$ cat src/adc_capture_pkg.sv
`default_nettype none

package adc_capture_pkg;

    localparam int SAMPLE_W         = 12;   // one adc sample
    localparam int SAMPLES_PER_WORD = 3;
    localparam int WORD_W           = SAMPLE_W * SAMPLES_PER_WORD;
    localparam int BYTE_W           = 8;    // readout byte
    localparam int COUNT_W          = 16;   // sample counters, presample and max settings
    localparam int DS_W             = 13;   // downsample setting

    typedef logic [SAMPLE_W-1:0] sample_t;
    typedef logic [WORD_W-1:0]   word_t;    // oldest sample in the top bits

    // capture sequence as seen by controller and packer
    typedef enum logic [2:0] {
        idle,
        presamp_filling,
        presamp_full,
        triggered,
        done
    } capture_state_t;

endpackage

`default_nettype wire

$ cat src/capture_ctrl.sv
`default_nettype none

module capture_ctrl (
    input  wire                                adc_sampleclk,
    input  wire                                reset,
    input  wire                                arm_i,
    input  wire                                adc_capture_go_i,
    input  wire [adc_capture_pkg::COUNT_W-1:0] presample_i,
    input  wire [adc_capture_pkg::COUNT_W-1:0] max_samples_i,
    input  wire [adc_capture_pkg::DS_W-1:0]    downsample_i,
    input  wire                                sample_empty_i,
    input  wire                                packer_idle_i,
    output logic                               sample_wr_o,
    output logic                               drain_rd_o,
    output logic                               arm_clear_o,
    output adc_capture_pkg::capture_state_t    state_o,
    output logic                               capture_stop_o
);

    logic                                arm_r;
    logic                                arm_r2;
    logic                                armed;       // no presamples, waiting in idle
    logic [adc_capture_pkg::DS_W-1:0]    ds_ctr;
    logic                                ds_keep;
    logic                                capturing;
    logic [adc_capture_pkg::COUNT_W-1:0] sample_cnt;  // samples held for this capture
    logic [adc_capture_pkg::COUNT_W-1:0] sample_cnt_nxt;

    // arm edge seen two flops late, gives the clear pulse
    always_ff @(posedge adc_sampleclk) begin
        if (reset) begin
            arm_r       <= 1'b0;
            arm_r2      <= 1'b0;
            arm_clear_o <= 1'b0;
        end else begin
            arm_r       <= arm_i;
            arm_r2      <= arm_r;
            arm_clear_o <= arm_r & ~arm_r2;
        end
    end

    // keep one sample, then skip downsample_i
    assign ds_keep = (ds_ctr == downsample_i);

    always_ff @(posedge adc_sampleclk) begin
        if (reset || arm_clear_o)
            ds_ctr <= '0;
        else if (ds_keep)
            ds_ctr <= '0;
        else
            ds_ctr <= ds_ctr + 1'b1;
    end

    assign capturing = (state_o == adc_capture_pkg::presamp_filling) ||
                       (state_o == adc_capture_pkg::presamp_full) ||
                       (state_o == adc_capture_pkg::triggered);

    assign sample_wr_o = capturing & ds_keep;

    // window full: drop the oldest on each new one,
    // except on the trigger edge where the window grows by that sample
    assign drain_rd_o = sample_wr_o & (state_o == adc_capture_pkg::presamp_full) &
                        ~adc_capture_go_i;

    assign sample_cnt_nxt = sample_cnt + 1'b1;

    always_ff @(posedge adc_sampleclk) begin
        if (reset) begin
            state_o        <= adc_capture_pkg::idle;
            armed          <= 1'b0;
            sample_cnt     <= '0;
            capture_stop_o <= 1'b0;
        end else if (arm_clear_o) begin
            // restart from scratch, whatever was running
            sample_cnt     <= '0;
            capture_stop_o <= 1'b0;
            if (presample_i == '0) begin
                armed   <= 1'b1;
                state_o <= adc_capture_pkg::idle;
            end else begin
                armed   <= 1'b0;
                state_o <= adc_capture_pkg::presamp_filling;
            end
        end else begin
            if (sample_wr_o && !drain_rd_o)
                sample_cnt <= sample_cnt_nxt;   // presamples count toward the total

            case (state_o)
                adc_capture_pkg::idle: begin
                    if (armed && adc_capture_go_i) begin
                        armed   <= 1'b0;
                        state_o <= adc_capture_pkg::triggered;
                    end
                end
                adc_capture_pkg::presamp_filling: begin
                    if (adc_capture_go_i)
                        state_o <= adc_capture_pkg::triggered;  // early trigger, short window
                    else if (sample_wr_o && (sample_cnt_nxt == presample_i))
                        state_o <= adc_capture_pkg::presamp_full;
                end
                adc_capture_pkg::presamp_full: begin
                    if (adc_capture_go_i)
                        state_o <= adc_capture_pkg::triggered;
                end
                adc_capture_pkg::triggered: begin
                    if (sample_wr_o && (sample_cnt_nxt == max_samples_i)) begin
                        capture_stop_o <= 1'b1;     // held until next arm
                        state_o        <= adc_capture_pkg::done;
                    end
                end
                adc_capture_pkg::done: begin
                    // wait for the packer to flush the last word
                    if (sample_empty_i && packer_idle_i)
                        state_o <= adc_capture_pkg::idle;
                end
                default: state_o <= adc_capture_pkg::idle;
            endcase
        end
    end

endmodule

`default_nettype wire

$ cat config.mk
export PLATFORM = sky130hd
export DESIGN_NAME = capture_ctrl
export DESIGN_NICKNAME = d
export VERILOG_FILES = /design/src/adc_capture_pkg.sv /design/src/capture_ctrl.sv
export SDC_FILE = /design/constraint.sdc
export NUM_CORES = 1
export LEC_CHECK = 0
export BUFFER_PORTS_ARGS = -buffer_cell sky130_fd_sc_hd__buf_2
export CAP_MARGIN = 5
export CORE_AREA = 2 2 75 77
export DETAILED_ROUTE_END_ITERATION = 8
export DIE_AREA = 0 0 77 79
export PLACE_DENSITY = 0.78
export SLEW_MARGIN = 20
export SYNTH_ARGS = -nofsm -noshare
export SYNTH_HDL_FRONTEND = slang
export SYNTH_SLANG_ARGS = --single-unit
$ cat constraint.sdc
create_clock -name adc_sampleclk -period 3 [get_ports adc_sampleclk]
set_input_delay 0 -clock adc_sampleclk [delete_from_list [all_inputs] [get_ports adc_sampleclk]]
set_output_delay 0 -clock adc_sampleclk [all_outputs]
set_load 0.05 [all_outputs]
==> out/metrics.yaml, run 1 <==
outcome:
  status: "finished clean"
routing:
  first_pass_iters: 5
  wire_per_inst_um: 15.3
  drt_iter0_markers: 158
  postRouteAntennaNets: 0
  vias: 2668
  via_per_inst: 5.69
  wl_um: 7170
  drc: 0
sta:
  fin_worst_skew_ps: 8.53
  finalSetupViolCount: 0
  tightest_slew_ps: 510
  final-max-slew-violation-count: 0
  max_freq_mhz: 356
  period_needed_ps: 2810
  period_share_pct: 93.6
  tns_ps: 0
  timing.slew.headroom_pct: 66.0
  rsz0062_at_grt: "no"
  finalHoldViolCount: 0
cells_and_area:
  fin_area_um2: 3290
  layout_commonest_cell: "buf_2"
  antenna_cells: 0
  ff_latch_area_um2: 744
  num-nets-final: 449
  area_delta_synth_final_pct: 17.5
  drive_above_1_share_pct: 23.7
  multi_input_area_um2: 1910
  mostFrequentLayoutCells: "57 x buf_2, 47 x xnor2_1, 34 x nor2_1, 34 x dfxtp_1, 22 x xor2_1"
  fillCellCount: 514
floorplanning:
  die-area_um2: 6080
  start_util_pct: 52.4
  ios: 58
  die_h_um: 79
  die_width_um: 77
  core_area_um2: 5340
  rows: 27
cts:
  cts_tree: "yes"
  clock_path_buffers: 2
  post-cts-setup-buffer-count: 0
  cts.htree.levels: 2
  worstSkewPairLatency_ps: 290
  clkSlewWorstSetupHoldPaths_ps: 80
  cts_buffers: 5
  clock_sinks: 37
  cts-root-buf: "clkbuf_8"
placement:
  gp_congestion: 0.925
  placedInstanceArea_um2: 3140
  portBuffers: 57
  dp_hpwl_um: 5600
worst_setup_path:
  required_ps: 3240
  path_class: "flip-flop to flip-flop"
  cp-start-kind: "flip-flop"
  cp_max_fo: 10
  worstPathArrival_ps: 3050
  cp-end-kind: "flip-flop"
power:
  p_clk_share_pct: 39.4
  seqPwrFrac_pct: 45.7
  power_frac_comb_pct: 15.0
  p_int_mw: 0.826
  p_leak_nw: 1.24
  peakVddDrop_mv: 0.239
  p_sw_mw: 0.299
  sw_frac_of_total_pct: 26.6
  p_per_area_nw_per_um2: 343
synth:
  synth_area_um2: 2800
  synth_edf_count: 0
  yosysWarnings: 0
  synth_seq_area_share_pct: 26.5
  synth_ff_type: "dfxtp_1"
  synthArstFlopShare_pct: 0
  synth_nets: 395
  netlist_instances: 342
  yosysTopAreaCell: "dfxtp_1"
  ys_top_cells_by_area: "dfxtp_1 26%, xnor2_1 15%, xor2_1 6.9%"
  synth_seq_cells: 37
  postSynthAreaPerCell_um2: 8.17
  synth_cell_types: 57
  synth_top_cell_area_share_pct: 26.5
grt:
  grt_pass1_vias: 2492
  grt_usage_pct: 24.3
  grt_start_max_net_pins: 20
  grt_overflow_total: 0
  grt_pass1_wl_um: 11900
  antenna_found_initial: 0
hold_path:
  hold_path_class: "input pin to flip-flop"
job:
  cap_violations: 0
cell type report:
type | count | share of cell area, %
tap | 72 | 2.74
multi-input combinational | 272 | 58.2
clock buffer | 6 | 2.21
inverter | 10 | 1.14
sequential | 37 | 22.7
timing repair buffer | 70 | 11.9
clock inverter | 2 | 1.18
layer usage:
| metal | routed length (um) | global-route usage (%) | vias to the layer above |
|---|---|---|---|
| met5 | 0 | 0 | - |
| met4 | 190 | 9.82 | 0 |
| met3 | 514 | 4.77 | 22 |
| met2 | 3290 | 39.8 | 123 |
| met1 | 3180 | 31.4 | 1202 |
| li1 | - | - | 1321 |
stage by stage:
step                std cells  setup WS [ps]  hold WS, ps  utilization, %  power (mW)
floorplan                 342            250         69.1               -       0.623
global placement          458            170          221            58.8       0.688
detailed placement        458            141          226            58.8       0.690
CTS                       469            111         98.6            61.5        1.13
global route              469           24.8          138            61.6        1.17
finish                    469            193          111            61.6        1.13
state kept, by name, indices dropped and copies added, names as in the netlist:
| register | flops |
|---|---|
| arm_r2 | 1 |
| capture_stop_o | 1 |
| ds_ctr | 13 |
| sample_cnt | 16 |
| state_o | 3 |
| arm_r | 1 |
| armed | 1 |
| arm_clear_o | 1 |
timing repair:
item / in CTS / in global routing
setup endpoints to repair: 0 / 3
hold endpoints to repair: 5 / 0
resized for setup: 0 / 3
hold buffers: 3 / 0
power groups by stage:
stage	Clock, mW	Sequential (mW)	Combinational (mW)
finish	0.443	0.514	0.168
global route	0.468	0.516	0.186
CTS	0.447	0.514	0.169
detailed placement	0	0.526	0.165
global placement	0	0.525	0.163
floorplan	0	0.531	0.0923
critical path, cell delays in order, from the launching register on:
cell and delay [ps]:
dfxtp_1 560, nand3_2 270, o21ai_2 210, xor2_1 160, a22oi_1 110, or4_1 550
or4_4 540, a211oi_2 220, o21a_1 140
synth_stat cells (all sizes together), types with 11 or more instances:
cell	number
nand2	15
or3	12
clkbuf	11
a21oi	19
dfxtp	37
o21ai	19
xor2	22
nand3	16
buf	12
xnor2	47
nor2	34
path summary, 6_finish.rpt:
| kind | end | depth (start not counted) | slack, ps | start |
|---|---|---|---|---|
| hold reg to reg | arm_clear_o | 1 | 380 | arm_r2 |
| hold / removal | armed | 4 | 110 | presample_i[15] |
| setup reg to reg | state_o[1] | 8 | 190 | sample_cnt[3] |
| setup / recovery | state_o[1] | 8 | 190 | sample_cnt[3] |
cell families (layout without fill, tap and decap cells):
kind of cell	after synthesis	after routing	synth area share, %
and+or+nand+nor	131	131	27.7
xor gates and xnor gates	71	71	23.2
AOI/OAI and AO/OA	66	66	15.3
DFF	37	37	26.5
buffers and inverters	33	88	5.64
adders and majority gates	2	2	0.895
muxes	2	2	0.761
(Power assumes the default switching activity.)
==> run 2, diff against run 1 <==
Settings changed: SETUP_SLACK_MARGIN set to 0.3.
==> run 2 against run 1 <==
Clock power about the same. Total power decreased by 0.19%. Critical endpoint unchanged. Highest routed layer unchanged. Wire length increased by 1.6%. Largest power group unchanged.
==> out/metrics.yaml, run 2 (synthesis results as in run 1) <==
power:
  p_leak_nw: 1.28
  p_per_area_nw_per_um2: 333
  peakVddDrop_mv: 0.239
  fin_total_pwr_mw: 1.12
cells_and_area:
  largestRegisters: "sample_cnt (16), ds_ctr (13), state_o (3)"
  top_register: "sample_cnt"
  fillCellCount: 499
  num-nets-final: 451
  area_delta_synth_final_pct: 20.5
  largest_register_ffs: 16
  multi_input_area_um2: 1950
  antenna_cells: 0
  mostFrequentLayoutCells: "57 x buf_2, 47 x xnor2_1, 33 x nor2_1"
  layout_commonest_cell: "buf_2"
  ff_latch_area_um2: 763
  drive_above_1_share_pct: 26.8
floorplanning:
  ios: 58
  start_util_pct: 52.4
  die-area_um2: 6080
  rows: 27
  core_area_um2: 5340
  die_h_um: 79
  die_width_um: 77
routing:
  postRouteAntennaNets: 0
  drt_iter0_markers: 185
  vias: 2690
  wl_um: 7280
  drc: 0
  via_per_inst: 5.71
  first_pass_iters: 4
  wire_per_inst_um: 15.5
worst_setup_path:
  crit_chain: "buf_6 -> and4_1 -> nand2_2 -> xnor2_1 -> a21oi_1 -> or4_1 -> or4_4 -> a211oi_2 -> o21a_1"
  worstPathArrival_ps: 2810
  cp_max_fo: 5
  r2r_cells: 9
  slowest_stage: "or4_1"
  cp-start-kind: "flip-flop"
  critical-path-max-stage-delay_ps: 540
  path_class: "flip-flop to flip-flop"
  crit_cells: 9
  required_ps: 3240
  crit_family: "simple AND/OR/NAND/NOR gates"
  cp_num_buf_inv: 1
  cp-end-kind: "flip-flop"
cts:
  worstSkewPairLatency_ps: 300
  cts-root-buf: "clkbuf_8"
  clock_path_buffers: 2
  clock_sinks: 37
  cts.htree.levels: 2
  cts_tree: "yes"
  clkSlewWorstSetupHoldPaths_ps: 80
  cts_buffers: 5
sta:
  timing.slew.headroom_pct: 66.1
  max_freq_mhz: 390
  final-max-slew-violation-count: 0
  finalHoldViolCount: 0
  finalSetupViolCount: 0
  fin_worst_skew_ps: 7.59
  period_needed_ps: 2570
  hold_ws_ps: 105
  tns_ps: 0
  tightest_slew_ps: 508
  period_share_pct: 85.5
  rsz0062_at_grt: "no"
grt:
  grt_pass1_wl_um: 11900
  grt_pass1_vias: 2499
  grt_overflow_total: 0
  antenna_found_initial: 0
  grt_usage_pct: 24.3
  grt_start_max_net_pins: 20
placement:
  gp_congestion: 0.925
  portBuffers: 57
  dp_hpwl_um: 5600
hold_path:
  hold_path_class: "input pin to flip-flop"
  min_path_cells: 4
job:
  cap_violations: 0
outcome:
  status: "finished clean"
## run 2: worst paths after layout
path,slack [ps],from,to
setup / recovery,430,sample_cnt[0],state_o[1]
hold / removal,100,presample_i[15],armed
setup reg to reg,430,sample_cnt[0],state_o[1]
hold reg to reg,380,arm_r2,arm_clear_o
## run 2: repair_timing
| item | in CTS | in global routing |
|---|---|---|
| hold buffers | 3 | 0 |
| hold endpoints to repair | 5 | 0 |
| buffers inserted | 0 | 2 |
| pin swaps | 0 | 6 |
| setup endpoints to repair | 4 | 4 |
| gates resized for setup | 10 | 14 |
## run 2: cell type report
type	instances	share of cell area, %
repair buffers	72	12.3
clock inverters	2	1.15
inverters	10	1.11
well taps	72	2.67
flip-flops and latches	37	22.7
multi-input cells	272	58.0
clock buffers	6	2.15
## run 2: routing by layer
layer  track usage, %  part of all wire (%)
met5                0                     0
met2             40.0                    46
met1             31.4                    44
met4             9.82                   2.8
met3             4.77                   7.2
## run 2: worst reg2reg max path, delay by kind of cell (launching register included)
family,cells,cell delay [ps]
AO/OA/AOI/OAI,3,410
AND/OR/NAND/NOR,4,1450
XOR/XNOR,1,150
flip-flops,1,370
buffers and inverters,1,130
## run 2: per-stage QoR
step / util (%) / area [um2] / setup WS (ps) / cells
global route: 63.1 / 3370 / 317 / 471
global placement: 58.8 / 3140 / 170 / 458
finish: 63.1 / 3370 / 434 / 471
floorplan: - / 2810 / 250 / 342
detailed placement: 58.8 / 3140 / 141 / 458
CTS: 62.0 / 3310 / 310 / 469
## run 2: where the power goes
group / internal (mW) / switching [mW]
Clock: 0.250 / 0.195
Combinational: 0.0776 / 0.0921
Sequential: 0.495 / 0.0147
