<file path="src/adc_capture_pkg.sv">
`default_nettype none

package adc_capture_pkg;

    localparam int SAMPLE_W         = 12;   // one adc sample
    localparam int SAMPLES_PER_WORD = 3;
    localparam int WORD_W           = SAMPLE_W * SAMPLES_PER_WORD;
    localparam int BYTE_W           = 8;    // readout byte
    localparam int COUNT_W          = 16;   // sample counters, presample and max settings
    localparam int DS_W             = 13;   // downsample setting

    typedef logic [SAMPLE_W-1:0] sample_t;
    typedef logic [WORD_W-1:0]   word_t;    // oldest sample in the top bits

    // capture sequence as seen by controller and packer
    typedef enum logic [2:0] {
        idle,
        presamp_filling,
        presamp_full,
        triggered,
        done
    } capture_state_t;

endpackage

`default_nettype wire

</file>
<file path="src/byte_unpacker.sv">
`default_nettype none

module byte_unpacker (
    input  wire                                adc_sampleclk,
    input  wire                                reset,
    input  wire                                clear_i,
    input  wire adc_capture_pkg::word_t        word_i,
    input  wire                                low_res_i,
    input  wire                                low_res_lsb_i,
    input  wire                                fifo_read_en_i,
    output logic                               word_rd_o,
    output logic [adc_capture_pkg::BYTE_W-1:0] read_data_o
);

    logic [3:0] byte_cnt;   // 0..8 full res, 0..2 low res
    logic [3:0] nibble_r;   // tail of the first word of a pair
    logic       last_byte;
    logic       wrap;
    logic [5:0] lr_base;

    assign last_byte = low_res_i ? (byte_cnt == 4'd2)
                                 : ((byte_cnt == 4'd3) || (byte_cnt == 4'd8));
    assign wrap      = low_res_i ? (byte_cnt == 4'd2) : (byte_cnt == 4'd8);

    // pop on the byte that finishes the head word
    assign word_rd_o = fifo_read_en_i & last_byte;

    always_ff @(posedge adc_sampleclk) begin
        if (reset || clear_i)
            byte_cnt <= 4'd0;
        else if (fifo_read_en_i) begin
            if (wrap)
                byte_cnt <= 4'd0;
            else
                byte_cnt <= byte_cnt + 1'b1;
        end
    end

    always_ff @(posedge adc_sampleclk) begin
        if (fifo_read_en_i && !low_res_i && (byte_cnt == 4'd3))
            nibble_r <= word_i[3:0];
    end

    // low res: slot 0 is the oldest sample at the top of the word
    always_comb begin
        case (byte_cnt)
            4'd0:    lr_base = 6'd24;
            4'd1:    lr_base = 6'd12;
            default: lr_base = 6'd0;
        endcase
        if (!low_res_lsb_i)
            lr_base = lr_base + 6'd4;   // upper 8 of 12
    end

    always_comb begin
        if (low_res_i) begin
            read_data_o = word_i[lr_base +: adc_capture_pkg::BYTE_W];
        end else begin
            // 9 bytes carry two words, msb first
            case (byte_cnt)
                4'd0:    read_data_o = word_i[35:28];
                4'd1:    read_data_o = word_i[27:20];
                4'd2:    read_data_o = word_i[19:12];
                4'd3:    read_data_o = word_i[11:4];
                4'd4:    read_data_o = {nibble_r, word_i[35:32]};
                4'd5:    read_data_o = word_i[31:24];
                4'd6:    read_data_o = word_i[23:16];
                4'd7:    read_data_o = word_i[15:8];
                4'd8:    read_data_o = word_i[7:0];
                default: read_data_o = '0;
            endcase
        end
    end

endmodule

`default_nettype wire

</file>
<file path="config.mk">
export PLATFORM = sky130hd
export DESIGN_NAME = byte_unpacker
export DESIGN_NICKNAME = d
export VERILOG_FILES = /design/src/adc_capture_pkg.sv /design/src/byte_unpacker.sv
export SDC_FILE = /design/constraint.sdc
export NUM_CORES = 1
export LEC_CHECK = 0
export BUFFER_PORTS_ARGS = -buffer_cell sky130_fd_sc_hd__buf_2
export CORE_MARGIN = 8
export CORE_UTILIZATION = 40
export CTS_CLUSTER_SIZE = 20
export DETAILED_ROUTE_END_ITERATION = 12
export SYNTH_ARGS = -nofsm -noshare
export SYNTH_HDL_FRONTEND = slang
export SYNTH_SLANG_ARGS = --single-unit
export TNS_END_PERCENT = 50
</file>
<file path="constraint.sdc">
create_clock -name adc_sampleclk -period 4.35 [get_ports adc_sampleclk]
set_input_delay 0.435 -clock adc_sampleclk [delete_from_list [all_inputs] [get_ports adc_sampleclk]]
set_output_delay 0.435 -clock adc_sampleclk [all_outputs]
set_load 0.01 [all_outputs]
</file>
==> results_dict.tcl, run 1 <==
set metrics [dict create \
    yosysTopAreaCellShare_pct 19.5 \
    cts.sinks 8 \
    swShare_pct 41.0 \
    syn2layout_area_growth_pct 17.0 \
    synthSimpleGateAreaFrac_pct 18.5 \
    grt_max_degree 26 \
    yosys.area.top_type "mux2i_1" \
    min_period_ns 3.40 \
    finalNetCount 334 \
    grt_pass1_vias 2183 \
    yosysWarnings 0 \
    antenna_found_initial 0 \
    drt-wirelength-per-cell_um 21.4 \
    power_mw 0.392 \
    finalClockSkew_ns 0.000758 \
    numCtsBuffers 3 \
    startpoint_type "flip-flop" \
    clock_power_share_pct 26.1 \
    drt_first_pass_iters 4 \
    gp_congestion 0.929 \
    rsz0062_at_grt "no" \
    outcome "complete, no violations" \
    vias 2291 \
    final-setup-viol-count 0 \
    synth_seq_cells 8 \
    wl_um 7250 \
    switching_power_mw 0.161 \
    vdd_drop_max_uv 167 \
    drc 0 \
    critPathMaxFanout 17 \
    grt-ovfl-total 0 \
    die_w_um 84.0 \
    start_util_pct 41.9 \
    muxShareOfSynthArea_pct 20.7 \
    drtIter0Drc 255 \
    fmax_mhz 294 \
    crit_arrival_ns 2.96 \
    hold_viol 0 \
    ys_async_sr_fraction_pct 0 \
    slew_violations 0 \
    crit_path_end_kind "primary output" \
    clk_path_buf_depth 2 \
    io_buffer_count 50 \
    synth_top_family_by_area "compound AO/OA/AOI/OAI gates" \
    power_density_nw_per_um2 181 \
    cts_resized 0 \
    htree_levels 1 \
    drive_gt1_share_pct 25.5 \
    finalInstanceArea_um2 2160 \
    root_buffer "clkbuf_8" \
    pwr-share-comb_pct 53.3 \
    cts_hold_buf 0 \
    synth_fa_ha_area_share_pct 3.38 \
    synth_compound_area_share_pct 37.9 \
    pre_cts_slack_ns 1.21 \
    die_h_um 84.0 \
    syn-cell-area_um2 1850 \
    worst_slew_pin_slew_ns 0.933 \
    synth_nets 292 \
    dpl_cell_area_um2 2120 \
    hold_slack_ns 0.413 \
    antenna-diode-count 0 \
    dp_hpwl_um 5430 \
    grt_usage_pct 19.4 \
    drtAntennaViolNets 0 \
    grt_pass1_wl_um 11300 \
    post-cts-setup-buffers 0 \
    critPathKind "flip-flop to primary output" \
    timing.final.ws_setup_ns 0.953 \
    synth_seq_area_share_pct 10.8 \
    synth_edf_count 4 \
    power_leakage_nw 0.869 \
    finalCritPeriodShare_pct 78.1 \
    synth_area_per_cell_um2 7.55 \
    die_area_um2 7060 \
    synth-xor-area-share_pct 2.37 \
    path_clk_slew_ns 0.05 \
    coreArea_um2 4410 \
    rows 24 \
    seqPwrFrac_pct 20.6 \
    min_path_type "input pin to flip-flop" \
    syn-instance-count 245 \
    synth_area_leaders "mux2i_1, edfxtp_1, a22oi_1, nor2_1, dfxtp_1" \
    cts_tree "yes" \
    worstSkewPairLatency_ns 0.24 \
    p_int_mw 0.231 \
    io_pins 51 \
    maxSlewHeadroom_pct 37.2 \
    viasPerCell 6.78 \
    worst-endpoint-required_ns 3.91 \
    synthFlopType "edfxtp_1" \
    setup-tns-final_ns 0 \
    cap_violations 0 \
    synth_cell_types 54 \
]
sequential cells by signal, indices dropped and copies added, names as in the netlist:
name	count
nibble_r	4
byte_cnt	4
critical path, stage by stage, from the launching register on:
cell      delay (ns)
dfxtp_1         0.39
inv_1           0.08
ha_1            0.18
buf_4           0.20
nand2_2         0.09
inv_2           0.07
ha_1            0.31
nor2b_1         0.21
a31oi_1         0.11
buf_4           0.21
a311oi_1        0.26
o21ai_0         0.13
a311o_1         0.33
buf_2           0.14
power by group through the flow:
stage | Clock [mW] | Combinational [mW] | Sequential, mW
after floorplan | 0 | 0.128 | 0.0821
after global placement | 0 | 0.204 | 0.0822
after detailed placement | 0 | 0.204 | 0.0823
after CTS | 0.105 | 0.205 | 0.0808
after global routing | 0.109 | 0.225 | 0.0809
final | 0.102 | 0.209 | 0.0808
cells by family after synthesis:
family,Yosys count
simple gates,69
buf+inv,25
mux,38
flops,8
fa+ha+maj,5
xor+xnor,5
compound gates,95
cells in the mapped netlist, types with 4 or more instances:
| cell | count |
|---|---|
| nor2b_1 | 6 |
| clkbuf_1 | 7 |
| a221oi_1 | 8 |
| nand2b_1 | 6 |
| nand2_1 | 15 |
| edfxtp_1 | 4 |
| a311oi_1 | 4 |
| mux2i_1 | 36 |
| o221ai_1 | 4 |
| o2bb2ai_1 | 5 |
| a31o_2 | 5 |
| ha_1 | 5 |
| a21oi_1 | 15 |
| o22ai_1 | 7 |
| nor2_1 | 22 |
| a22oi_1 | 12 |
| o21ai_0 | 12 |
| inv_1 | 4 |
| buf_2 | 10 |
| dfxtp_1 | 4 |
| a22o_1 | 4 |
stage by stage:
stage	util, %	std cells
3_5_place_dp	48.0	334
2_1_floorplan	-	245
6_report	49.0	338
4_1_cts	49.0	338
3_3_place_gp	48.0	334
5_1_grt	49.0	338
path summary, 6_finish.rpt:
check        slack [ns]  cells after the start         from        endpoint
max reg2reg        2.14                      3  byte_cnt[0]     nibble_r[1]
max                0.95                     13  byte_cnt[1]  read_data_o[3]
min reg2reg        0.57                      2  byte_cnt[1]     byte_cnt[1]
min                0.41                      1    word_i[0]     nibble_r[0]
placed cells by master, fill, tap and decap left out, drive strengths merged, types with 6 or more instances in the layout:
master / Yosys / routed
buf: 13 / 57
mux2i: 36 / 36
o22ai: 7 / 7
a21oi: 16 / 16
nor2b: 6 / 6
a221oi: 8 / 8
nand2b: 6 / 6
a22oi: 12 / 12
nand2: 16 / 16
o21ai: 13 / 13
nor2: 22 / 22
final cells by class:
class | instances | area [um2]
Fill cell | 466 | 2250
Multi-Input combinational cell | 212 | 1530
Timing Repair Buffer | 57 | 303
Sequential cell | 8 | 200
Tap cell | 52 | 65.1
Clock buffer | 4 | 45.0
Inverter | 5 | 18.8
metal layers:
layer,track usage (%),routed length (um),vias up,part of all wire [%]
met5,0,0,-,0
met4,5.34,116,0,1.6
met3,4.98,705,12,9.7
met2,29.1,3180,141,44
met1,26.3,3250,1091,45
li1,-,-,1047,-
No activity file was read; power rests on OpenSTA's default activity.
==> run 2, diff against run 1 <==
--- a/config.mk
+++ b/config.mk
@@ -5,11 +5,13 @@
 export SDC_FILE = /design/constraint.sdc
 export NUM_CORES = 1
 export LEC_CHECK = 0
+export ABC_AREA = 1
 export BUFFER_PORTS_ARGS = -buffer_cell sky130_fd_sc_hd__buf_2
 export CORE_MARGIN = 8
 export CORE_UTILIZATION = 40
 export CTS_CLUSTER_SIZE = 20
 export DETAILED_ROUTE_END_ITERATION = 12
+export PLACE_DENSITY = 0.67
 export SYNTH_ARGS = -nofsm -noshare
 export SYNTH_HDL_FRONTEND = slang
 export SYNTH_SLANG_ARGS = --single-unit
==> constraint.sdc (replaced) <==
create_clock -name adc_sampleclk -period 2.95 [get_ports adc_sampleclk]
set_input_delay 0.295 -clock adc_sampleclk [delete_from_list [all_inputs] [get_ports adc_sampleclk]]
set_output_delay 0.295 -clock adc_sampleclk [all_outputs]
set_load 0.01 [all_outputs]
==> results_dict.tcl, run 2 <==
set metrics [dict create \
    crit_path_end_kind "primary output" \
    finalNetCount 390 \
    vdd_drop_max_uv 248 \
    coreArea_um2 4260 \
    die_w_um 81.7 \
    wl_um 6540 \
    synth_nets 345 \
    dpl_cell_area_um2 2000 \
    rows 24 \
    root_buffer "clkbuf_8" \
    post-cts-setup-buffers 0 \
    path_cells "inv_1 > ha_2 > nand2_4 > inv_1 > ha_1 > nand2_1 > o21ai_4 > nor2_1 > nand3_1 > nor2_1 > a21oi_1 > nand2_1 > buf_2" \
    die_area_um2 6670 \
    yosysMostFrequentCell "nand3_1" \
    grt-ovfl-total 0 \
    vias 2418 \
    grt_max_degree 24 \
    hold_viol 0 \
    clk_path_buf_depth 2 \
    numCtsBuffers 3 \
    final_cell_mix "nand3_1, nand2_1, buf_2" \
    min_period_ns 2.73 \
    dp_hpwl_um 5040 \
    worstSkewPairLatency_ns 0.23 \
    fillers 479 \
    power_leakage_nw 1.03 \
    rsz0062_at_grt "no" \
    path_clk_slew_ns 0.04 \
    setup-tns-final_ns 0 \
    crit_slowest_cell "dfxtp_1" \
    drt_first_pass_iters 6 \
    min_path_type "input pin to flip-flop" \
    grt_pass1_wl_um 10200 \
    drt-wirelength-per-cell_um 16.7 \
    pre_cts_slack_ns 0.301 \
    synth_cell_types 28 \
    power_mw 0.559 \
    finalCritPeriodShare_pct 92.4 \
    ys_async_sr_fraction_pct 0 \
    antenna-diode-count 0 \
    syn-cell-area_um2 1730 \
    drtAntennaViolNets 0 \
    io_pins 51 \
    syn-instance-count 298 \
    fin_util_pct 48.0 \
    grt_pass1_vias 2145 \
    io_buffer_count 50 \
    worst_slew_pin_slew_ns 0.635 \
    yosysTopAreaCellShare_pct 17.7 \
    synth_edf_count 4 \
    critPathMaxFanout 12 \
    synth_area_per_cell_um2 5.79 \
    synthFlopType "edfxtp_1" \
    slew_violations 0 \
    layout_commonest_cell "nand3_1" \
    cap_violations 0 \
    cts_hold_buf 0 \
    grt_usage_pct 18.9 \
    maxSlewHeadroom_pct 57.3 \
    drtIter0Drc 326 \
    synthTopCellsByCount "nand3_1, nand2_1, inv_1, o22ai_1, o211ai_1" \
    final-setup-viol-count 0 \
    startpoint_type "flip-flop" \
    top_regs "byte_cnt: 4 flops, nibble_r: 4 flops" \
    finalClockSkew_ns 0.00119 \
    htree_levels 1 \
    power_density_nw_per_um2 273 \
    critPathMaxStageDelay_ns 0.37 \
    synth_seq_area_share_pct 11.6 \
    worst-endpoint-required_ns 2.65 \
    die_h_um 81.7 \
    antenna_found_initial 0 \
    synth_seq_cells 8 \
    yosys.area.top_type "nand3_1" \
    fmax_mhz 367 \
    crit_arrival_ns 2.43 \
    viasPerCell 6.15 \
    syn2layout_area_growth_pct 18.6 \
    drc 0 \
    outcome "complete, no violations" \
    yosysWarnings 0 \
    cts.sinks 8 \
    finalInstanceArea_um2 2050 \
    start_util_pct 40.5 \
    synth_area_leaders "nand3_1, nand2_1, inv_1, o211ai_1, o22ai_1" \
    critPathKind "flip-flop to primary output" \
    gp_congestion 0.996 \
    cts_tree "yes" \
    drive_gt1_share_pct 20.5 \
    timing.final.ws_setup_ns 0.225 \
]
-- run 2: cell count changes after synthesis, sizes merged, moves of 8 or more --
cell and delta:
nor2 -9, mux2i -36, a22oi -12, a221oi -8, inv +47, o21ai -12
nand3 +62, o211ai +21, nand2 +47, o22ai +21
-- run 2: critical path, delay by kind of cell (launching register included) --
family / cells / cell delay (ns)
and+or+nand+nor: 6 / 0.78
DFF: 1 / 0.37
AOI/OAI and AO/OA: 2 / 0.17
buffers and inverters: 3 / 0.33
adders and majority gates: 2 / 0.54
-- run 2: cells by family after synthesis --
| kind of cell | count (synthesis) | synth area share (%) |
|---|---|---|
| xor+xnor | 1 | 0.507 |
| compound gates | 74 | 28.5 |
| flops | 8 | 11.6 |
| fa+ha+maj | 5 | 3.62 |
| simple gates | 146 | 40.3 |
| buf+inv | 64 | 15.5 |
-- run 2: path summary, 6_finish.rpt --
check,start,to,slack [ns],cells past startpoint
worst min-delay path,word_i[0],nibble_r[0],0.26,1
worst min register to register,byte_cnt[0],byte_cnt[0],0.55,2
worst max-delay path,byte_cnt[1],read_data_o[3],0.22,13
worst max register to register,byte_cnt[0],nibble_r[3],1.06,3
-- run 2: area by class of cell --
type                       instances  area, um2  share of cell area, %
clock buffer                       3       41.3                   2.02
multi-input combinational        226       1270                   61.9
inverter                          52        195                   9.53
timing repair buffer              52        278                   13.6
tap                               52       65.1                   3.18
sequential                         8        200                   9.77
-- run 2: power breakdown --
part,switching [mW],total [mW],internal [mW]
clock,0.0408,0.129,0.0881
combinational,0.196,0.310,0.114
sequential,0.00146,0.120,0.119
-- run 2: timing repair --
item / 4_1_cts / 5_1_grt
endpoints found under the hold margin: 0 / 0
setup endpoints to repair: 0 / 8
gates resized for setup: 0 / 3
-- run 2: routing by layer --
layer  vias to the layer above  part of all wire [%]  track usage (%)
met1                      1076                    41             25.4
met3                        25                    12             2.74
met4                         0                   2.7             5.79
met2                       182                    44             30.4
met5                         -                     0                0
li1                       1135                     -                -
-- run 2: per-stage QoR --
step | hold slack (ns) | instances
6_report | 0.261 | 393
5_1_grt | 0.257 | 393
4_1_cts | 0.256 | 393
3_5_place_dp | 0.494 | 390
3_3_place_gp | 0.486 | 390
2_1_floorplan | 0.394 | 298
