$ cat config.mk
export PLATFORM = sky130hd
export DESIGN_NAME = sample_fifo
export DESIGN_NICKNAME = d
export VERILOG_FILES = /design/src/sample_fifo.sv
export SDC_FILE = /design/constraint.sdc
export NUM_CORES = 1
export LEC_CHECK = 0
export BUFFER_PORTS_ARGS = -buffer_cell sky130_fd_sc_hd__clkbuf_2
export CAP_MARGIN = 20
export CORE_MARGIN = 8
export CORE_UTILIZATION = 39
export DETAILED_ROUTE_END_ITERATION = 10
export HOLD_SLACK_MARGIN = 0.03
export PLACE_DENSITY_LB_ADDON = 0.1
export SLEW_MARGIN = 5
export SYNTH_ARGS = -nofsm -noshare
export SYNTH_HDL_FRONTEND = slang
export SYNTH_SLANG_ARGS = --single-unit
$ cat constraint.sdc
create_clock -name adc_sampleclk -period 3.15 [get_ports adc_sampleclk]
set_input_delay 0.1575 -clock adc_sampleclk [delete_from_list [all_inputs] [get_ports adc_sampleclk]]
set_output_delay 0.1575 -clock adc_sampleclk [all_outputs]
set_load 0.05 [all_outputs]
$ cat src/sample_fifo.sv
`default_nettype none

module sample_fifo #(
    parameter int  DEPTH     = 64,
    parameter type payload_t = logic [7:0]
) (
    input  wire           adc_sampleclk,
    input  wire           reset,
    input  wire           clear_i,
    input  wire payload_t din_i,
    input  wire           wr_i,
    input  wire           rd_i,
    output payload_t      dout_o,
    output logic          full_o,
    output logic          empty_o,
    output logic          overflow_o,
    output logic          underflow_o
);

    localparam int PTR_W = (DEPTH > 1) ? $clog2(DEPTH) : 1;
    localparam int CNT_W = $clog2(DEPTH + 1);

    payload_t         mem [DEPTH];
    logic [PTR_W-1:0] wr_ptr;
    logic [PTR_W-1:0] rd_ptr;
    logic [CNT_W-1:0] fill;     // entries held
    logic             do_wr;
    logic             do_rd;

    // wrap explicitly so a non power of two depth also works
    function automatic logic [PTR_W-1:0] ptr_inc(input logic [PTR_W-1:0] ptr);
        if (ptr == PTR_W'(DEPTH - 1))
            ptr_inc = '0;
        else
            ptr_inc = ptr + 1'b1;
    endfunction

    assign full_o  = (fill == CNT_W'(DEPTH));
    assign empty_o = (fill == '0);
    assign do_wr   = wr_i & ~full_o;     // blocked writes only raise overflow
    assign do_rd   = rd_i & ~empty_o;
    assign dout_o  = mem[rd_ptr];        // show-ahead head entry

    always_ff @(posedge adc_sampleclk) begin
        if (do_wr)
            mem[wr_ptr] <= din_i;
    end

    always_ff @(posedge adc_sampleclk) begin
        if (reset || clear_i) begin
            wr_ptr      <= '0;
            rd_ptr      <= '0;
            fill        <= '0;
            overflow_o  <= 1'b0;
            underflow_o <= 1'b0;
        end else begin
            overflow_o  <= wr_i & full_o;   // one cycle per bad access
            underflow_o <= rd_i & empty_o;
            if (do_wr)
                wr_ptr <= ptr_inc(wr_ptr);
            if (do_rd)
                rd_ptr <= ptr_inc(rd_ptr);
            if (do_wr && !do_rd)
                fill <= fill + 1'b1;
            else if (do_rd && !do_wr)
                fill <= fill - 1'b1;
        end
    end

endmodule

`default_nettype wire

==> reports/summary.txt, run 1 <==
Status: completed
RSZ-0062 raised after global routing: yes
Clk sinks: 539
GRT Util Overall: 17.1%
Die W: 250 um
Vias in the first global route: 11,300
Critical Path Max Stage Delay: 0.41 ns
WS Path Type: register to output pin
Antenna Cells: 0
Crit path time final: 3.06 ns
Worst-Margin Slew: 1.05 ns
DPL Wire Length: 34,400 um
CTS tree: built
CP required: 2.99 ns
Fmax: 327 MHz
CP top delay family: compound AO/OA/AOI/OAI gates
Mapped Avg Cell Area: 19.1 um2
DRC viols: 0
Final Util: 48.1%
FF-to-FF setup slack: 0.27 ns
Pleak: 8.30 nW
Fraction of layout cells with a size suffix above 1: 33.8%
Clock skew: 0.0171 ns
IO Port Bufs: 24
Routability cong.: 0.792
H-tree levels: 2
Setup violators final: 0
Largest net degree at the start of global routing: 65
Cell chosen for the clock root: clkbuf_16
Final wirelength: 54,200 um
Top_reg_cell synth: edfxtp_1
Mapped Area: 21,400 um2
Grt ovf: 0
Initial core utilization: 39.5%
Worst setup SP type: register
Commonest non-fill, non-tap cell in the layout: edfxtp_1
Yosys warns: 0
VDD IR max: 0.422 mV
Critical path endpoint category: output pin
Iter 0 DRT Violations: 955
Wire length per cell: 26.3 um
Area of the core: 54,000 um2
Nets: 1,337
WP buf/inv: 4
Final Worst Setup Slack: 0.0945 ns
Synthesized Nets: 1,138
Max cap viols: 0
Die H: 250 um
Slowest cell on crit path: a2111oi_2
First-pass detailed-route iteration total: 5
Slew Limit Fails: 0
Die area: 62,500 um2
Avg Vias per Cell: 5.41
Pwr Density: 664 nW/um2
Mapped Cells: 1,116
Critical-path maximum fanout: 32
Post-synth ARST share: 0%
CP Data Arrival Time: 2.90 ns
Setup WS pre-CTS: 0.0983 ns
Global-route wire length before repair: 78,800 um
Area grow syn2layout: 21.8%
Commonest cells after routing, fill and taps aside: 512 x edfxtp_1, 144 x buf_4, 116 x mux4_2, 88 x nor2_1, 58 x clkbuf_16
Hold WC Path Type: input pin to register
Relative slew slack: 29.9%
Initial antenna violation count: 0
ANT nets after route: 0
Post-synthesis cell type count: 57
Worst-Skew Late Latency: 0.60 ns
Hold Fails Final Rpt: 0
Post-synth EDFFs: 512
Row cnt: 85
Register area share after synthesis: 74.5%
Sequence of cells on the critical path: buf_4 > buf_4 > buf_12 > nor2b_1 > a2111oi_2 > a311oi_2 > a311oi_2 > o211ai_1 > clkbuf_8
Clock slew at reported path FFs: 0.06 ns
CTS max path bufs: 3
Period utilisation layout: 97.0%
I/O pin count: 25
Number of buffers created by CTS: 56
Via count: 11,100
Post-synthesis sequential element count: 539
## logic make-up after synthesis
family,synth area share (%)
compound gates,3.55
xor+xnor,0.451
fa+ha+maj,0.563
buf+inv,1.84
flops,74.5
mux,13.7
simple gates,5.37
## synth_stat cells, drive strengths merged (2+ instances only)
cell | instances | area, um2
a2111oi | 11 | 96.3
a211oi | 17 | 128
a21o | 3 | 22.5
a21oi | 15 | 75.1
a221o | 2 | 20.0
a22o | 3 | 26.3
a22oi | 13 | 97.6
a311oi | 7 | 61.3
a31oi | 3 | 18.8
and2 | 5 | 31.3
and3 | 4 | 25.0
buf | 38 | 280
clkbuf | 24 | 90.1
dfxtp | 27 | 541
edfxtp | 512 | 15400
ha | 8 | 100
inv | 6 | 22.5
mux2i | 30 | 300
mux4 | 116 | 2610
nand2 | 39 | 146
nand2b | 4 | 25.0
nand3 | 25 | 125
nand3b | 3 | 22.5
nand4 | 2 | 12.5
nor2 | 89 | 334
nor2b | 31 | 194
nor3 | 10 | 50.1
nor3b | 6 | 45.0
nor4 | 5 | 31.3
o211ai | 7 | 52.6
o21a | 2 | 15.0
o21ai | 12 | 60.1
o31ai | 3 | 22.5
or2 | 3 | 18.8
or3 | 3 | 18.8
or3b | 4 | 35.0
or4 | 2 | 15.0
xnor2 | 5 | 43.8
xor2 | 6 | 52.6
## worst paths after layout
| path | startpoint | to | cells after the start |
|---|---|---|---|
| min | din_i[0] | mem[8][0] | 1 |
| min reg2reg | rd_ptr[1] | register | 2 |
| max reg2reg | fill[2] | fill[6] | 11 |
| max | register | dout_o[7] | 9 |
## repair_timing
item                                   in CTS  in global routing
setup endpoints to repair                   8                  9
setup buffers                              10                 30
hold buffers                                5                  0
resized for setup                          62                 58
gates cloned                                2                  1
endpoints found under the hold margin       6                  0
pin swaps                                   7                 19
## metal layers
metal  global-route usage, %  part of all wire [%]  vias up
met5                       0                     0        -
met4                    4.09                   1.8        0
met3                    3.44                   5.3       68
met2                    28.2                    49      258
met1                    23.2                    44     5854
li1                        -                     -     4953
## power by group
part | total, mW | switching [mW] | internal (mW)
sequential | 7.99 | 0.0763 | 7.92
clock | 6.36 | 2.67 | 3.69
combinational | 2.92 | 1.53 | 1.39
total | 17.3 | 4.28 | 13.0
## stage by stage
step | total power [mW] | hold WS (ns) | area, um2 | TNS (ns) | std cells
after floorplan | 9.78 | 0.256 | 21400 | 0 | 1116
after global placement | 10.6 | 0.405 | 23200 | 0 | 1907
after detailed placement | 10.6 | 0.419 | 23200 | 0 | 1907
after CTS | 17.3 | 0.230 | 25500 | 0 | 2029
after global routing | 17.9 | 0.239 | 26000 | -0.0283 | 2058
final | 17.3 | 0.240 | 26000 | 0 | 2058
## sequential cells by signal, summed over array words and instances, names as in the netlist, named ones only
name         count
wr_ptr           6
mem            512
rd_ptr           6
fill             7
underflow_o      1
overflow_o       1
## layout make-up
class,instances,area (um2)
clock inverter,26,223
fill,4512,28000
multi-input combinational,509,5480
timing repair buffer,203,1950
tap,696,871
clock buffer,79,1530
sequential,539,15900
inverter,6,22.5
No activity file was read; power rests on OpenSTA's default activity.
==> run 2, diff against run 1 <==
- BUFFER_PORTS_ARGS: -buffer_cell sky130_fd_sc_hd__clkbuf_2 -> -buffer_cell sky130_fd_sc_hd__buf_2
==> run 2 against run 1 <==
Utilization fell by 1.1 points. Routed wire length is 0.23% higher. Sequential cell count did not move. Sequential share of layout area is 1.4 points higher. Global-route usage is 0.18 points higher. Sequential power about the same. Via count decreased by 0.40%. Setup slack got worse by 0.039 ns. Clock power increased by 0.8%. Non-clock buffer count shrank 32.
==> reports/summary.txt, run 2 (same netlist as run 1, synthesis figures left out) <==
VDD IR max: 0.377 mV
Worst-Skew Late Latency: 0.60 ns
First-pass detailed-route iteration total: 6
Setup WS pre-CTS: 0.156 ns
H-tree levels: 2
Fmax: 323 MHz
Initial core utilization: 39.5%
Final wirelength: 54,300 um
Crit path time final: 3.09 ns
Initial antenna violation count: 0
Die area: 62,500 um2
Fraction of layout cells with a size suffix above 1: 29.8%
Die H: 250 um
IO Port Bufs: 24
Largest net degree at the start of global routing: 65
FF-to-FF setup slack: 0.23 ns
R2r startpoint: fill[2]
Relative slew slack: 44.8%
Commonest cells after routing, fill and taps aside: 512 x edfxtp_1, 116 x mux4_2, 116 x buf_4, 89 x nor2_1, 59 x clkbuf_16
Final non-filler cell total: 2,024
Non-Filler Cell Area, Final: 25,400 um2
Cell chosen for the clock root: clkbuf_16
Die W: 250 um
Final Worst Setup Slack: 0.0555 ns
Commonest non-fill, non-tap cell in the layout: edfxtp_1
Cells on worst reg2reg path: 11
Status: completed
Area after DPL: 23,100 um2
Largest regs: mem: 512 flops, fill: 7 flops
Area grow syn2layout: 19.1%
Critical-path maximum fanout: 27
CTS tree: built
Most flop-heavy register: mem
Row cnt: 85
CP endpoint: dout_o[4]
Routability cong.: 0.752
Cells after DPL: 1,896
Pleak: 8.06 nW
Clock skew: 0.0108 ns
Global-route wire length before repair: 79,200 um
Worst setup SP type: register
Wire length per cell: 26.8 um
Max cap viols: 0
Grt ovf: 0
Hold WC Path Type: input pin to register
Setup violators final: 0
I/O pin count: 25
Number of buffers created by CTS: 57
Slew Limit Fails: 0
Period utilisation layout: 98.2%
Critical path endpoint category: output pin
Max FFs per register: 512
GRT Util Overall: 17.3%
Nets: 1,306
Hold Fails Final Rpt: 0
ANT nets after route: 0
Pwr Density: 670 nW/um2
WS Path Type: register to output pin
Clk sinks: 539
CTS max path bufs: 3
DPL Wire Length: 34,500 um
Area of the core: 54,000 um2
Worst-Margin Slew: 0.828 ns
Final Power: 17.0 mW
Avg Vias per Cell: 5.48
Worst flop-to-flop path endpoint: fill[6]
DRC viols: 0
CP Data Arrival Time: 2.94 ns
Via count: 11,100
Iter 0 DRT Violations: 887
RSZ-0062 raised after global routing: yes
Vias in the first global route: 11,200
Clock slew at reported path FFs: 0.06 ns
CP required: 2.99 ns
Min Hold Slack: 0.0764 ns
-- run 2: cell types whose count changed in the layout (fill, tap and decap cells not counted), sizes merged --
cell | previous run | this run
buf | 177 | 163
bufbuf | 2 | 1
clkbuf | 98 | 73
clkinv | 19 | 23
diode | 0 | 1
dlygate4sd3 | 5 | 7
inv | 8 | 7
-- run 2: worst min path at each step --
stage,start,end,slack [ns],cells after the start
final,din_i[3],mem[25][3],0.08,1
after CTS,din_i[3],mem[25][3],0.04,1
after global routing,din_i[3],mem[16][3],0.07,1
after detailed placement,wr_i,overflow_o,0.41,2
after floorplan,din_i[0],mem[0][0],0.26,0
after global placement,wr_i,overflow_o,0.40,2
-- run 2: repair_timing --
action / 4_1_cts / 5_1_grt
hold endpoints to repair: 37 / 0
hold buffers: 7 / 0
buffers inserted: 14 / 2
gates resized for setup: 24 / 27
pin swaps: 2 / 4
setup endpoints to repair: 8 / 9
cloned: 1 / 0
-- run 2: cell type report --
type	instances	area (um2)
diodes	1	2.50
multi-input cells	509	5200
fillers	4586	28600
well taps	696	871
clock buffers	73	1530
clock inverters	29	244
repair buffers	171	1630
inverters	6	22.5
flip-flops and latches	539	15900
-- run 2: stage by stage --
stage	util (%)	TNS (ns)
floorplan	-	0
global route	47.1	-0.0575
detailed placement	42.7	0
global placement	42.6	0
CTS	46.8	0
finish	47.1	0
-- run 2: per-layer routing --
| metal | track usage [%] | up-vias | part of all wire, % |
|---|---|---|---|
| li1 | - | 4883 | - |
| met1 | 25.1 | 5846 | 46 |
| met2 | 27.3 | 298 | 47 |
| met3 | 2.57 | 62 | 4.8 |
| met4 | 4.04 | 0 | 1.9 |
| met5 | 0 | - | 0 |
-- run 2: worst max-delay path, cell delays in order, from the launching register on --
cell and delay, ns:
dfxtp_4 0.38, buf_12 0.15, buf_16 0.21, mux4_2 0.60, nor3b_4 0.24, a21o_1 0.12
a2111oi_0 0.11, a221o_1 0.34, buf_6 0.17
-- run 2: power breakdown --
| part | leakage, nW | internal [mW] | switching [mW] |
|---|---|---|---|
| Sequential | 4.83 | 7.92 | 0.0756 |
| Clock | 0.874 | 3.73 | 2.68 |
| Combinational | 2.36 | 1.19 | 1.44 |
==> run 3, diff against run 2 <==
- clock period: 3.15 -> 3.75 ns (I/O delays scaled with it)
==> run 3 against run 2 <==
Final cell count down 2.9%. Clock skew up 0.0054 ns. Routed wire length down 2.4%. Highest routed layer unchanged.
==> reports/summary.txt, run 3 (same netlist as run 1, synthesis figures left out) <==
Hold WC Path Type: input pin to register
Avg Vias per Cell: 5.53
Total negative slack: 0 ns
Crit path time final: 3.57 ns
Slowest cell on crit path: mux4_2
Worst-Margin Slew: 0.972 ns
Period utilisation layout: 95.1%
R2r startpoint: fill[2]
Nets: 1,254
Largest regs: mem: 512 flops, fill: 7 flops
Area grow syn2layout: 15.0%
Worst hold stages: 1
Final Util: 45.4%
Worst-Skew Late Latency: 0.61 ns
Row cnt: 85
Initial core utilization: 39.5%
CP Data Arrival Time: 3.38 ns
Die area: 62,500 um2
RSZ-0062 raised after global routing: no
Status: completed
Slew Limit Fails: 0
Worst flop-to-flop path endpoint: fill[6]
Clock slew at reported path FFs: 0.06 ns
Max cap viols: 0
Number of buffers created by CTS: 56
Die W: 250 um
GRT Util Overall: 16.9%
CTS tree: built
Relative slew slack: 35.0%
Via count: 10,900
Routability cong.: 0.790
CP required: 3.56 ns
Area of the core: 54,000 um2
Critical path endpoint category: output pin
Hold Fails Final Rpt: 0
Iter 0 DRT Violations: 1,029
H-tree levels: 2
Commonest non-fill, non-tap cell in the layout: edfxtp_1
Pwr Density: 571 nW/um2
Vias in the first global route: 11,200
Largest net degree at the start of global routing: 65
Final Power: 14.0 mW
Worst Hold Path EP: mem[4][4]
Commonest cells after routing, fill and taps aside: 512 x edfxtp_1, 116 x mux4_2, 89 x nor2_1, 82 x buf_4, 58 x clkbuf_16
Max FFs per register: 512
DPL Wire Length: 33,600 um
IO Port Bufs: 24
Wire length per cell: 27.0 um
Pleak: 7.65 nW
Hold Crit Start: din_i[4]
ANT nets after route: 0
Die H: 250 um
Most flop-heavy register: mem
VDD IR max: 0.350 mV
Sequence of cells on the critical path: mux4_2 > mux2i_1 > a211oi_1 > buf_4 > a311oi_1 > o211ai_1 > buf_2
WS Path Type: register to output pin
Final wirelength: 53,000 um
Setup violators final: 0
Antenna Cells: 0
FF-to-FF setup slack: 0.44 ns
I/O pin count: 25
Worst setup SP type: register
Critical-path maximum fanout: 14
Initial antenna violation count: 0
Critical Path Max Stage Delay: 0.56 ns
Grt ovf: 0
Global-route wire length before repair: 77,900 um
Clk sinks: 539
CTS max path bufs: 3
Fraction of layout cells with a size suffix above 1: 25.1%
Cells on worst reg2reg path: 11
Clock skew: 0.0162 ns
DRC viols: 0
First-pass detailed-route iteration total: 6
Cell chosen for the clock root: clkbuf_16
Fmax: 280 MHz
[run 3: layer usage]
metal / vias up / global-route usage (%) / wire length [um]
met4: 0 / 5.00 / 1320
met3: 93 / 2.60 / 2430
met1: 5745 / 23.7 / 24400
li1: 4778 / - / -
met5: - / 0 / 0
met2: 265 / 27.0 / 24900
[run 3: what timing repair did]
item | in CTS | in global routing
setup endpoints to repair | 7 | 4
resized for setup | 1 | 3
setup buffers | 3 | 11
endpoints found under the hold margin | 5 | 0
hold buffers | 5 | 0
[run 3: final cells by class]
type / count / area, um2
fill: 4654 / 29500
sequential: 539 / 15900
multi-input combinational: 509 / 5060
clock buffer: 69 / 1490
timing repair buffer: 120 / 968
tap: 696 / 871
clock inverter: 27 / 211
inverter: 6 / 22.5
[run 3: worst max-delay path: cells and delay by family (launching register included)]
family          cells  cell delay [ns]
mux                 2             0.81
buf+inv             2             0.51
flops               1             0.55
compound gates      3             0.91
[run 3: how the worst max path moves through the flow]
stage,startpoint,to,slack (ns),cells after the start
detailed placement,fill[2],fill[6],0.45,11
floorplan,fill[2],fill[6],0.79,11
global route,register,dout_o[2],0.02,8
global placement,fill[2],fill[6],0.51,11
CTS,register,dout_o[3],0.08,8
finish,register,dout_o[5],0.18,7
[run 3: per-stage QoR]
step	cells	instance area, um2	hold slack (ns)	setup slack (ns)
6_report	1966	24600	0.0887	0.182
3_5_place_dp	1851	22600	0.434	0.449
5_1_grt	1966	24600	0.0719	0.0228
4_1_cts	1955	24400	0.0674	0.0831
2_1_floorplan	1116	21400	0.286	0.794
3_3_place_gp	1850	22600	0.426	0.509
[run 3: report_power, final]
part	switching [mW]	total (mW)	internal, mW
Sequential	0.0576	6.71	6.65
Combinational	1.18	2.04	0.858
Clock	2.26	5.26	3.00
Total	3.50	14.0	10.5
